[src/hw/decode_pkg.sv]
package decode_pkg;

    localparam int XLEN      = 32;
    localparam int REG_IDX_W = 5;
    localparam int ROB_IDX_W = 4;

    localparam logic [XLEN-1:0] INST_BYTES = 32'd4;
    localparam logic [XLEN-1:0] RESET_ADDR = '1; // never matches a real fetch

    typedef enum logic [6:0] {
        ARITH_R = 7'b0110011,
        ARITH_I = 7'b0010011,
        LOAD    = 7'b0000011,
        STORE   = 7'b0100011,
        BRANCH  = 7'b1100011,
        JAL     = 7'b1101111,
        JALR    = 7'b1100111,
        AUIPC   = 7'b0010111,
        LUI     = 7'b0110111
    } opcode_e;

    typedef enum logic [1:0] {
        ROB_RG,
        ROB_ST,
        ROB_BR
    } rob_type_e;

    typedef struct packed {
        logic       is_branch;
        logic       alt;       // funct7[5], sub / sra
        logic [2:0] funct3;
    } rs_op_t;

    typedef struct packed {
        logic       is_store;
        logic [2:0] funct3;
    } lsb_op_t;

    typedef struct packed {
        logic            valid;
        logic [XLEN-1:0] addr;
        logic [XLEN-1:0] data;
    } fetch_pkt_t;

    typedef struct packed {
        logic [XLEN-1:0]      val;
        logic                 has_dep;
        logic [ROB_IDX_W-1:0] dep;
    } rf_read_t;

    typedef struct packed {
        logic            ready;
        logic [XLEN-1:0] value;
    } rob_query_t;

    typedef struct packed {
        logic [XLEN-1:0]      value;
        logic                 has_dep;
        logic [ROB_IDX_W-1:0] dep;
    } operand_t;

    typedef struct packed {
        opcode_e              opcode;
        logic [REG_IDX_W-1:0] rd;
        logic [REG_IDX_W-1:0] rs1;
        logic [REG_IDX_W-1:0] rs2;
        logic                 use_rs1;
        logic                 use_rs2;
        logic                 use_rd;
        logic                 need_rs;
        logic                 need_lsb;
        rs_op_t               rs_op;
        lsb_op_t              lsb_op;
        logic [11:0]          lsb_offset;
        logic [XLEN-1:0]      imm_r2;     // also carries the jump offset
        logic                 use_imm_r2;
        logic                 rob_ready;
        logic [XLEN-1:0]      rob_value;
    } decoded_t;

    typedef struct packed {
        logic                 valid;
        logic                 ready;
        rob_type_e            rtype;
        logic [XLEN-1:0]      value;
        logic [REG_IDX_W-1:0] rd;
        logic [XLEN-1:0]      addr;
    } rob_entry_t;

    typedef struct packed {
        logic                 valid;
        logic [ROB_IDX_W-1:0] rob_idx;
        operand_t             r1;
        operand_t             r2;
    } issue_entry_t;

endpackage
[src/hw/decode_dispatch.sv]
`timescale 1ns/1ps

module decode_dispatch
    import decode_pkg::*;
(
    input  logic                 clk_in,
    input  logic                 arst_n,
    input  logic                 rdy_in,
    input  logic                 rob_clear,
    input  fetch_pkt_t           fetch,
    output logic                 f_ok,
    output logic [XLEN-1:0]      f_next_pc,
    output logic [REG_IDX_W-1:0] rf_idx1,
    output logic [REG_IDX_W-1:0] rf_idx2,
    input  rf_read_t             rf_read1,
    input  rf_read_t             rf_read2,
    input  rob_query_t           rob_q1,
    input  rob_query_t           rob_q2,
    input  logic [ROB_IDX_W-1:0] rob_tail,
    input  logic                 rob_full,
    input  logic                 rs_full,
    input  logic                 lsb_full,
    output rob_entry_t           rob_entry,
    output issue_entry_t         rs_issue,
    output rs_op_t               rs_op,
    output issue_entry_t         lsb_issue,
    output lsb_op_t              lsb_op,
    output logic [11:0]          lsb_offset,
    output logic [REG_IDX_W-1:0] rf_set_idx,
    output logic [ROB_IDX_W-1:0] rf_set_dep
);

    decoded_t     dec;
    operand_t     op1;
    operand_t     op2;
    issue_entry_t rs_reg;
    issue_entry_t lsb_reg;

    assign rf_idx1 = dec.rs1;
    assign rf_idx2 = dec.rs2;

    inst_decoder inst_decoder_inst (
        .inst (fetch.data),
        .pc   (fetch.addr),
        .dec  (dec)
    );

    operand_resolver operand_resolver_inst (
        .rf_read1 (rf_read1),
        .rf_read2 (rf_read2),
        .rob_q1   (rob_q1),
        .rob_q2   (rob_q2),
        .use_rs1  (dec.use_rs1),
        .use_rs2  (dec.use_rs2),
        .op1      (op1),
        .op2      (op2)
    );

    dispatch_stage dispatch_stage_inst (
        .clk_in     (clk_in),
        .arst_n     (arst_n),
        .rob_clear  (rob_clear),
        .rdy_in     (rdy_in),
        .fetch      (fetch),
        .dec        (dec),
        .op1        (op1),
        .op2        (op2),
        .rob_full   (rob_full),
        .rs_full    (rs_full),
        .lsb_full   (lsb_full),
        .f_ok       (f_ok),
        .f_next_pc  (f_next_pc),
        .rob_entry  (rob_entry),
        .rs_issue   (rs_reg),
        .lsb_issue  (lsb_reg),
        .rs_op      (rs_op),
        .lsb_op     (lsb_op),
        .lsb_offset (lsb_offset),
        .rf_set_idx (rf_set_idx)
    );

    // the entry sits at the current rob tail
    assign rs_issue   = '{valid: rs_reg.valid, rob_idx: rob_tail, r1: rs_reg.r1, r2: rs_reg.r2};
    assign lsb_issue  = '{valid: lsb_reg.valid, rob_idx: rob_tail, r1: lsb_reg.r1,
                          r2: lsb_reg.r2};
    assign rf_set_dep = rob_tail;

endmodule

[src/hw/dispatch_stage.sv]
`timescale 1ns/1ps

module dispatch_stage
    import decode_pkg::*;
(
    input  logic                 clk_in,
    input  logic                 arst_n,
    input  logic                 rob_clear,
    input  logic                 rdy_in,
    input  fetch_pkt_t           fetch,
    input  decoded_t             dec,
    input  operand_t             op1,
    input  operand_t             op2,
    input  logic                 rob_full,
    input  logic                 rs_full,
    input  logic                 lsb_full,
    output logic                 f_ok,
    output logic [XLEN-1:0]      f_next_pc,
    output rob_entry_t           rob_entry,
    output issue_entry_t         rs_issue,
    output issue_entry_t         lsb_issue,
    output rs_op_t               rs_op,
    output lsb_op_t              lsb_op,
    output logic [11:0]          lsb_offset,
    output logic [REG_IDX_W-1:0] rf_set_idx
);

    logic [XLEN-1:0] last_addr;
    logic            new_fetch;
    logic            can_issue;
    rob_type_e       rtype;
    operand_t        r2;

    assign new_fetch = fetch.valid && (fetch.addr != last_addr);
    assign can_issue = !rob_full &&
                       (!dec.need_rs || !rs_full) &&
                       (!dec.need_lsb || !lsb_full) &&
                       (dec.opcode != JALR || !op1.has_dep); // jalr needs its base now
    assign f_ok = new_fetch && can_issue;

    always_comb begin
        unique case (dec.opcode)
            JALR:    f_next_pc = op1.value + dec.imm_r2;
            JAL:     f_next_pc = fetch.addr + dec.imm_r2;
            default: f_next_pc = fetch.addr + INST_BYTES;
        endcase
    end

    always_comb begin
        unique case (dec.opcode)
            STORE:   rtype = ROB_ST;
            BRANCH:  rtype = ROB_BR;
            default: rtype = ROB_RG;
        endcase
    end

    always_comb begin
        r2 = op2;
        if (dec.use_imm_r2) begin
            r2.value = dec.imm_r2;
        end
    end

    always_ff @(posedge clk_in or negedge arst_n) begin
        if (!arst_n) begin
            last_addr  <= RESET_ADDR;
            rob_entry  <= '0;
            rs_issue   <= '0;
            lsb_issue  <= '0;
            rs_op      <= '0;
            lsb_op     <= '0;
            lsb_offset <= '0;
            rf_set_idx <= '0;
        end else if (rob_clear) begin
            last_addr  <= RESET_ADDR; // same address may dispatch again
            rob_entry  <= '0;
            rs_issue   <= '0;
            lsb_issue  <= '0;
            rs_op      <= '0;
            lsb_op     <= '0;
            lsb_offset <= '0;
            rf_set_idx <= '0;
        end else if (rdy_in) begin
            if (f_ok) begin
                last_addr <= fetch.addr;

                rob_entry.valid <= 1'b1;
                rob_entry.ready <= dec.rob_ready;
                rob_entry.rtype <= rtype;
                rob_entry.value <= dec.rob_value;
                rob_entry.rd    <= dec.use_rd ? dec.rd : '0;
                rob_entry.addr  <= fetch.addr;

                rs_issue  <= '{valid: dec.need_rs, rob_idx: '0, r1: op1, r2: r2};
                lsb_issue <= '{valid: dec.need_lsb, rob_idx: '0, r1: op1, r2: r2};

                rs_op      <= dec.rs_op;
                lsb_op     <= dec.lsb_op;
                lsb_offset <= dec.lsb_offset;
                rf_set_idx <= dec.use_rd ? dec.rd : '0;
            end else begin
                rob_entry.valid <= 1'b0;
                rs_issue.valid  <= 1'b0;
                lsb_issue.valid <= 1'b0;
                rf_set_idx      <= '0;
            end
        end
    end

    rs_lsb_exclusive: assert property (@(posedge clk_in) disable iff (!arst_n)
        !(rs_issue.valid && lsb_issue.valid));

    // paused cycle must not produce new work
    no_valid_after_pause: assert property (@(posedge clk_in) disable iff (!arst_n)
        !rdy_in |=> !($rose(rob_entry.valid) || $rose(rs_issue.valid) ||
                      $rose(lsb_issue.valid)));

endmodule

[src/hw/operand_resolver.sv]
`timescale 1ns/1ps

module operand_resolver
    import decode_pkg::*;
(
    input  rf_read_t   rf_read1,
    input  rf_read_t   rf_read2,
    input  rob_query_t rob_q1,
    input  rob_query_t rob_q2,
    input  logic       use_rs1,
    input  logic       use_rs2,
    output operand_t   op1,
    output operand_t   op2
);

    // rf value, else forward from rob, else wait on the tag
    function automatic operand_t resolve(input rf_read_t rf, input rob_query_t q,
                                         input logic used);
        operand_t op;
        op.value   = !rf.has_dep ? rf.val : (q.ready ? q.value : '0);
        op.has_dep = used && rf.has_dep && !q.ready;
        op.dep     = rf.dep;
        return op;
    endfunction

    assign op1 = resolve(rf_read1, rob_q1, use_rs1);
    assign op2 = resolve(rf_read2, rob_q2, use_rs2);

    always_comb begin
        // unused sources read x0, which never waits on the rob
        assert (use_rs1 || !rf_read1.has_dep) else $error("dependency on unused rs1");
        assert (use_rs2 || !rf_read2.has_dep) else $error("dependency on unused rs2");
    end

endmodule

[src/hw/inst_decoder.sv]
`timescale 1ns/1ps

module inst_decoder
    import decode_pkg::*;
(
    input  logic [XLEN-1:0] inst,
    input  logic [XLEN-1:0] pc,
    output decoded_t        dec
);

    opcode_e         opcode;
    logic [2:0]      funct3;
    logic [XLEN-1:0] imm_i;
    logic [XLEN-1:0] imm_s;
    logic [XLEN-1:0] imm_b;
    logic [XLEN-1:0] imm_u;
    logic [XLEN-1:0] imm_j;
    logic [XLEN-1:0] imm_sh;
    logic [XLEN-1:0] next_addr;

    assign opcode = opcode_e'(inst[6:0]);
    assign funct3 = inst[14:12];

    assign imm_i  = {{(XLEN-12){inst[31]}}, inst[31:20]};
    assign imm_s  = {{(XLEN-12){inst[31]}}, inst[31:25], inst[11:7]};
    assign imm_b  = {{(XLEN-12){inst[31]}}, inst[7], inst[30:25], inst[11:8], 1'b0};
    assign imm_u  = {inst[31:12], 12'b0};
    assign imm_j  = {{(XLEN-20){inst[31]}}, inst[19:12], inst[20], inst[30:21], 1'b0};
    assign imm_sh = {{(XLEN-5){1'b0}}, inst[24:20]}; // shamt, unsigned

    assign next_addr = pc + INST_BYTES;

    always_comb begin
        dec = '0;
        dec.opcode = opcode;
        dec.rd     = inst[11:7];

        dec.rs_op.is_branch = (opcode == BRANCH);
        dec.rs_op.funct3    = funct3;
        // srai shares funct3 with srli, addi etc. must ignore bit 30
        dec.rs_op.alt = (opcode == ARITH_R && inst[30]) ||
                        (opcode == ARITH_I && funct3 == 3'b101 && inst[30]);

        dec.lsb_op.is_store = (opcode == STORE);
        dec.lsb_op.funct3   = funct3;
        dec.lsb_offset      = (opcode == STORE) ? imm_s[11:0] : imm_i[11:0];

        unique case (opcode)
            ARITH_R: begin
                dec.use_rs1 = 1'b1;
                dec.use_rs2 = 1'b1;
                dec.use_rd  = 1'b1;
                dec.need_rs = 1'b1;
            end
            ARITH_I: begin
                dec.use_rs1    = 1'b1;
                dec.use_rd     = 1'b1;
                dec.need_rs    = 1'b1;
                dec.use_imm_r2 = 1'b1;
                dec.imm_r2     = (funct3 == 3'b001 || funct3 == 3'b101) ? imm_sh : imm_i;
            end
            LOAD: begin
                dec.use_rs1  = 1'b1;
                dec.use_rd   = 1'b1;
                dec.need_lsb = 1'b1;
            end
            STORE: begin
                dec.use_rs1   = 1'b1;
                dec.use_rs2   = 1'b1;
                dec.need_lsb  = 1'b1;
                dec.rob_ready = 1'b1;
            end
            BRANCH: begin
                dec.use_rs1   = 1'b1;
                dec.use_rs2   = 1'b1;
                dec.need_rs   = 1'b1;
                dec.rob_value = pc + imm_b; // taken target
            end
            JAL: begin
                dec.use_rd    = 1'b1;
                dec.rob_ready = 1'b1;
                dec.rob_value = next_addr;
                dec.imm_r2    = imm_j;
            end
            JALR: begin
                dec.use_rs1   = 1'b1;
                dec.use_rd    = 1'b1;
                dec.rob_ready = 1'b1;
                dec.rob_value = next_addr;
                dec.imm_r2    = imm_i;
            end
            AUIPC: begin
                dec.use_rd    = 1'b1;
                dec.rob_ready = 1'b1;
                dec.rob_value = pc + imm_u;
            end
            LUI: begin
                dec.use_rd    = 1'b1;
                dec.rob_ready = 1'b1;
                dec.rob_value = imm_u;
            end
            default: ; // unknown opcode goes out as a bare ROB entry
        endcase

        // unused source fields are immediate bits, read x0 instead
        dec.rs1 = dec.use_rs1 ? inst[19:15] : '0;
        dec.rs2 = dec.use_rs2 ? inst[24:20] : '0;
    end

endmodule

[config.mk]
export PLATFORM = sky130hd
export DESIGN_NAME = decode_dispatch
export DESIGN_NICKNAME = d
export VERILOG_FILES = /design/src/hw/decode_pkg.sv /design/src/hw/decode_dispatch.sv /design/src/hw/dispatch_stage.sv /design/src/hw/operand_resolver.sv /design/src/hw/inst_decoder.sv
export SDC_FILE = /design/constraint.sdc
export NUM_CORES = 1
export LEC_CHECK = 0
export ABC_AREA = 1
export CORE_AREA = 3 3 203 205
export DETAILED_ROUTE_END_ITERATION = 10
export DIE_AREA = 0 0 206 208
export DONT_BUFFER_PORTS = 1
export GPL_TIMING_DRIVEN = 0
export PLACE_DENSITY = 0.66
export SKIP_CTS_REPAIR_TIMING = 1
export SYNTH_ARGS = -nofsm -noshare
export SYNTH_HDL_FRONTEND = slang
export SYNTH_SLANG_ARGS = --single-unit
[constraint.sdc]
create_clock -name clk_in -period 9.25 [get_ports clk_in]
set_clock_uncertainty 0.1 [all_clocks]
set_input_delay 0.925 -clock clk_in [delete_from_list [all_inputs] [get_ports clk_in]]
set_output_delay 0.925 -clock clk_in [all_outputs]
set_load 0.05 [all_outputs]
Word-level counts from Yosys, hierarchy flattened. Index checks and enable logic that the tools add are counted.

$add $sub $neg: 5. Eq/ne operators: 13. Mux-type cells: 47. Reductions and logical operators: 35.

Operators by type and width (count): $mux 79 (4); $mux 32 (9); $mux 73 (2); $add 32x32->32 (4); $pmux 32 s4 (1); $pmux 32 s3 (1); $mux 78 (1); $mux 72 (1); $pmux 32 s2 (1); $mux 5 (10); $mux 12 (3); $add 32x3->32 const B (1); $ne 32x32->1 (1); $eq 7x6->1 const B (3); $eq 7x7->1 const B (3); $eq 7x5->1 const B (2); $logic_and 1x1->1 (12); $mux 4 (3); $mux 1 (10); $logic_not 1->1 (8); $eq 7x2->1 const B (1); $ne 7x7->1 const B (1); $reduce_or 7->1 (1); $reduce_or 3->1 (2); other kinds (9) (15).

Register bits: 281. Input bits: 216. Output and inout port bits: 304. Logic and storage cells: 128.

Logic depth before layout (Yosys ltp).
Depth after elaboration: 12. Gate-level depth with buffers: 21. Gate-level depth less buffers: 21.

Modules after synthesis. From an unflattened synthesis, not the netlist that was laid out.

Cells, all modules: 3598. Area, all modules: 21260.4 um2.

By module, submodules not included: dispatch_stage (instances 1, cells each 2207, area an instance 14530.2 um2, seq. area each 5220.0 um2); inst_decoder (instances 1, cells each 1151, area an instance 5566.6 um2, seq. area each 0.0 um2); operand_resolver (instances 1, cells each 228, area an instance 1073.5 um2, seq. area each 0.0 um2); decode_dispatch (instances 1, cells each 12, area an instance 90.1 um2, seq. area each 0.0 um2).

Worst setup path after synthesis. OpenSTA, ideal clock, no wires.

Path kind: input port to output port. Start point: input fetch[4] in the netlist's numbering. End point: output f_next_pc[16]. Data arrival time: 4.415 ns. Data required time: 8.225 ns. Path slack: 3.810 ns. Cell stages on the path: 17. Buffers on the path: 2. Path through: inv_1 nand3_1 nor3_1 clkbuf_1 clkbuf_1 o21ai_0 ha_1 inv_1 o21ai_0 nand2_1 nand2_1 nand2_1 nand2_1 nand2_1 nand2_1 nor2_1 o21ai_0.

Longest elaborated chain between the ends: 4. Elaborated cells on any way between the ends: 7. Classes of those cells: add/sub (2); eq/ne (3); mux (2).

Ends and longest elaborated chain: start: declaration (line decode_dispatch.sv:10) `input fetch_pkt_t fetch,`; $eq 7x7->1 / $eq 7x5->1 (equally long branches) (line dispatch_stage.sv:42, inst_decoder.sv:48); $pmux 32 s3 (line inst_decoder.sv:48) `unique case (opcode)`; $add 32x32->32 (on tied branches) (line dispatch_stage.sv:44, dispatch_stage.sv:43); $pmux 32 s2 * (line dispatch_stage.sv:42) `unique case (dec.opcode)`; end: declaration (line decode_dispatch.sv:12) `output logic [XLEN-1:0] f_next_pc,`.

Every way passes the cells marked *; elsewhere a longest branch is shown, timed or not.

Worst setup path after layout.
Start point: input fetch[1] in the netlist's numbering. End point: output f_next_pc[16].

Same word-level chain as after synthesis.

==> run summary <==
## Status
* capacitance limit — failing checks
* complete, but fails checks — result of the run

## STA
* no — RSZ-0062 raised after global routing
* 0 ns — summed negative setup slack over all endpoints
* 1.47 ns — slew at the pin closest to its max-slew limit
* 0.0105 ns — Fin Hold WS
* 0 — total count of hold-check failures in the final report
* 0 — final setup violation count
* 0 — number of max-slew violations in the final report
* 2.66 ns — least setup slack across all paths after layout
* 152 MHz — f_max
* 6.59 ns — minimum period implied by the final worst setup slack
* 1.46% — Slew Limit Headroom
* 71.3% — final critical-path share of the clock period

## Die
* 208 um — chip height
* 520 — # IOs
* 0.0396 mm^2 — core outline area
* 44.3% — starting utilization of the core area
* 0.0428 mm^2 — Die Footprint
* 73 — Std-Cell Rows
* 206 um — die boundary width

## Route
* 5.94 — average via count per standard cell
* 2290 — drt first-iter violations
* 0 — DRC violation count after routing
* 20100 — Vias
* 98500 um — total wire length after detailed routing
* 29.2 um — post-DR wirelength/cell
* 6 — detailed-router iteration count before antenna repair
* 0 — antenna-violating nets left

## Critical path
* dispatch_stage_inst.last_addr[2] — launching point of the worst reg2reg path
* f_next_pc[16] — critical path capture point
* 10 — critical-path maximum fanout
* dispatch_stage_inst.rs_issue[59] — Reg-to-Reg End
* sky130_fd_sc_hd__nand2_1 — most prevalent standard cell on the critical path
* sky130_fd_sc_hd__o21ai_1 — Critical-path top delay cell
* 4 — combined buffer and inverter count along the critical path
* fetch[1] — startpoint of the worst setup timing path
* 8.23 ns — CP required
* 6.27 ns — register-to-register setup slack
* compound AO/OA/AOI/OAI gates — largest delay contributor family on the critical path
* 10 — number of cells traversed by the worst register-to-register path
* nand2_1, inv_1, nand2_1, nor3_1, clkbuf_1, clkbuf_1, o21ai_0, ha_1, inv_1, o21ai_0, nand2_1, nand2_1, nand2_1, nand2_1, nand2_1, nand2_1, nor2_1, o21ai_1 — critical path cell sequence
* input pin — type of element launching the critical path
* 5.57 ns — data arrival time of the critical path
* primary output — kind of capture point of the worst setup path
* 1.02 ns — maximum cell stage delay along the critical path
* input pin to primary output — start-to-end type of the worst setup path
* 18 — Crit path depth

## Power
* 0.0101 uW — leakage power total
* 959 uW — net switching power
* 135 mW/mm^2 — power per unit of standard cell area
* 0.125 mV — IR Drop Worst-Case VDD
* 24.2% — Gate power share
* 37.1% — Sw Ratio
* 1630 uW — Pint
* 37.3% — fraction of power consumed by the clock network
* 38.5% — portion of total power attributed to sequential cells
* 2590 uW — post-layout total power

## GRT
* 0 — GRT overflow
* 43.9% — overall global routing resource usage
* 204 — maximum number of pins on one net before global-route repair
* 19000 — number of global-route vias before repair
* 22 — initial antenna violation count
* 136000 um — wire length of the first global-routing pass

## Clocking
* 0.58 ns — clock latency at the later pin of the worst-skew pair
* 3 — maximum clock path buffer count
* 203 — clk sink count
* 0.06 ns — clock slew at the register clock pins of the worst setup and hold paths
* 24 — number of buffers added by the clock tree synthesis step
* yes — TritonCTS clock tree
* 1 — CTS H-Tree Depth
* sky130_fd_sc_hd__clkbuf_16 — root buffer selected by CTS

## Cells and area
* 48.2% — post-route core utilization
* sky130_fd_sc_hd__nand2_1 — most common library cell in the layout ignoring fill and taps
* 3106 — Nets
* 4230 — number of fillers in the final layout
* 896 x sky130_fd_sc_hd__nand2_1, 348 x sky130_fd_sc_hd__inv_1, 318 x sky130_fd_sc_hd__nor2_1, 196 x sky130_fd_sc_hd__nand3_1, 171 x sky130_fd_sc_hd__dfrtp_1 — most used cells in the layout excluding fill and tap cells
* 8.89% — Layout area overhead
* 8.50% — layout cells sized above 1

## Logic synthesis
* 0 — YS warnings
* 0.0176 mm^2 — synthesized area
* 6.32 um^2 — mean area per synthesized cell
* 3077 — Syn Nets
* 100% — fraction of registers with async set/reset
* 0 — number of enable-type register cells in the synthesized netlist
* 43 — Cell variety after synth
* sky130_fd_sc_hd__dfrtp_1 24%, sky130_fd_sc_hd__nand2_1 19%, sky130_fd_sc_hd__inv_1 7.4% — most area-consuming cells after synthesis
* sky130_fd_sc_hd__dfrtp_1 — Post-synth top flop
* 24.4% — share of the synthesized area in the top cell type
* 203 — number of synthesized register bits
* 2777 — gate count after technology mapping
* 29.2% — register area share after synthesis
* sky130_fd_sc_hd__dfrtp_1 — largest area contributor in the netlist

## Placement
* 2.77 ns — pre-CTS WS
* 1.06 — weighted congestion reported at the end of routability-driven placement
* 0 — Buffers on Ports
* 79900 um — HPWL after detailed placement

## Hold path
* input pin to asynchronous set/reset pin — path category of the worst min-delay check

## Job
* 1 — Max-cap violations

[sequential cells by signal, indices dropped and copies added, names as in the netlist]
signal / count
dispatch_stage_inst.rob_entry: 73
dispatch_stage_inst.rs_issue: 71
dispatch_stage_inst.last_addr: 32
dispatch_stage_inst.lsb_offset: 12
dispatch_stage_inst.lsb_issue: 5
dispatch_stage_inst.rf_set_idx: 5
dispatch_stage_inst.lsb_op: 4
dispatch_stage_inst.rs_op: 1
[worst min-delay path by stage]
stage / end / slack [ns]
after floorplan: dispatch_stage_inst.last_addr[1] / 0.38
after global placement: dispatch_stage_inst.last_addr[1] / 0.39
after detailed placement: dispatch_stage_inst.last_addr[7] / 0.40
after CTS: dispatch_stage_inst.rob_entry[60] / -0.06
after global routing: dispatch_stage_inst.lsb_offset[1] / -0.0004
final: dispatch_stage_inst.lsb_offset[1] / 0.01
[cells by family (layout without fill, tap and decap cells)]
logic type | after synthesis | after routing | share of synthesized area [%]
simple gates | 1508 | 1508 | 35.1
buf+inv | 543 | 589 | 14.1
compound gates | 400 | 400 | 13.5
flops | 203 | 203 | 29.2
fa+ha+maj | 84 | 84 | 6.11
xor+xnor | 39 | 39 | 1.95
other cells | 0 | 26 | 0
[metal layers]
metal,global-route usage [%],vias to the layer above,part of all wire (%)
li1,-,8918,-
met1,52.6,9503,36
met2,67.3,1267,43
met3,13.1,365,12
met4,30.1,0,9.0
met5,0,-,0
[metrics by stage]
stage	area, um^2	std cells
3_3_place_gp	18200	3302
3_5_place_dp	18200	3302
5_1_grt	19100	3369
2_1_floorplan	17600	2777
6_report	19100	3374
4_1_cts	19000	3345
[power by group through the flow]
stage | sequential, uW | clock [uW] | combinational, uW
final | 995 | 966 | 626
after detailed placement | 1010 | 0 | 595
after floorplan | 1000 | 0 | 430
after global routing | 996 | 1010 | 670
after CTS | 994 | 971 | 597
after global placement | 1010 | 0 | 590
[area by class of cell]
class                   instances  area [um^2]  area share (%)
multi-input cells            2031         9960            52.1
repair buffers                  3         57.6           0.301
well taps                     525          657            3.44
clock inverters                 9         92.6           0.484
inverters                     353         1330            6.93
plain buffers                 190         1150            6.01
clock buffers                  34          688            3.60
diodes                         26         65.1           0.340
flip-flops and latches        203         5120            26.8
[cell usage after synthesis, types with 4 or more instances]
| cell | n |
|---|---|
| sky130_fd_sc_hd__nand2_1 | 896 |
| sky130_fd_sc_hd__inv_1 | 348 |
| sky130_fd_sc_hd__nor2_1 | 318 |
| sky130_fd_sc_hd__nand3_1 | 196 |
| sky130_fd_sc_hd__dfrtp_1 | 171 |
| sky130_fd_sc_hd__o21ai_0 | 130 |
| sky130_fd_sc_hd__buf_4 | 104 |
| sky130_fd_sc_hd__a21oi_1 | 94 |
| sky130_fd_sc_hd__o22ai_1 | 82 |
| sky130_fd_sc_hd__ha_1 | 81 |
| sky130_fd_sc_hd__clkbuf_1 | 44 |
| sky130_fd_sc_hd__buf_2 | 37 |
| sky130_fd_sc_hd__a22oi_1 | 36 |
| sky130_fd_sc_hd__dfstp_2 | 32 |
| sky130_fd_sc_hd__a22o_1 | 25 |
| sky130_fd_sc_hd__nand3b_1 | 24 |
| sky130_fd_sc_hd__nor3_1 | 21 |
| sky130_fd_sc_hd__xor2_1 | 21 |
| sky130_fd_sc_hd__nand4_1 | 20 |
| sky130_fd_sc_hd__xnor2_1 | 18 |
| sky130_fd_sc_hd__or2_2 | 17 |
| sky130_fd_sc_hd__o21bai_1 | 11 |
| sky130_fd_sc_hd__o221ai_1 | 6 |
| sky130_fd_sc_hd__buf_1 | 5 |
| sky130_fd_sc_hd__inv_2 | 4 |
| sky130_fd_sc_hd__o21a_1 | 4 |
Note: power is estimated with default switching activity, not from simulation.
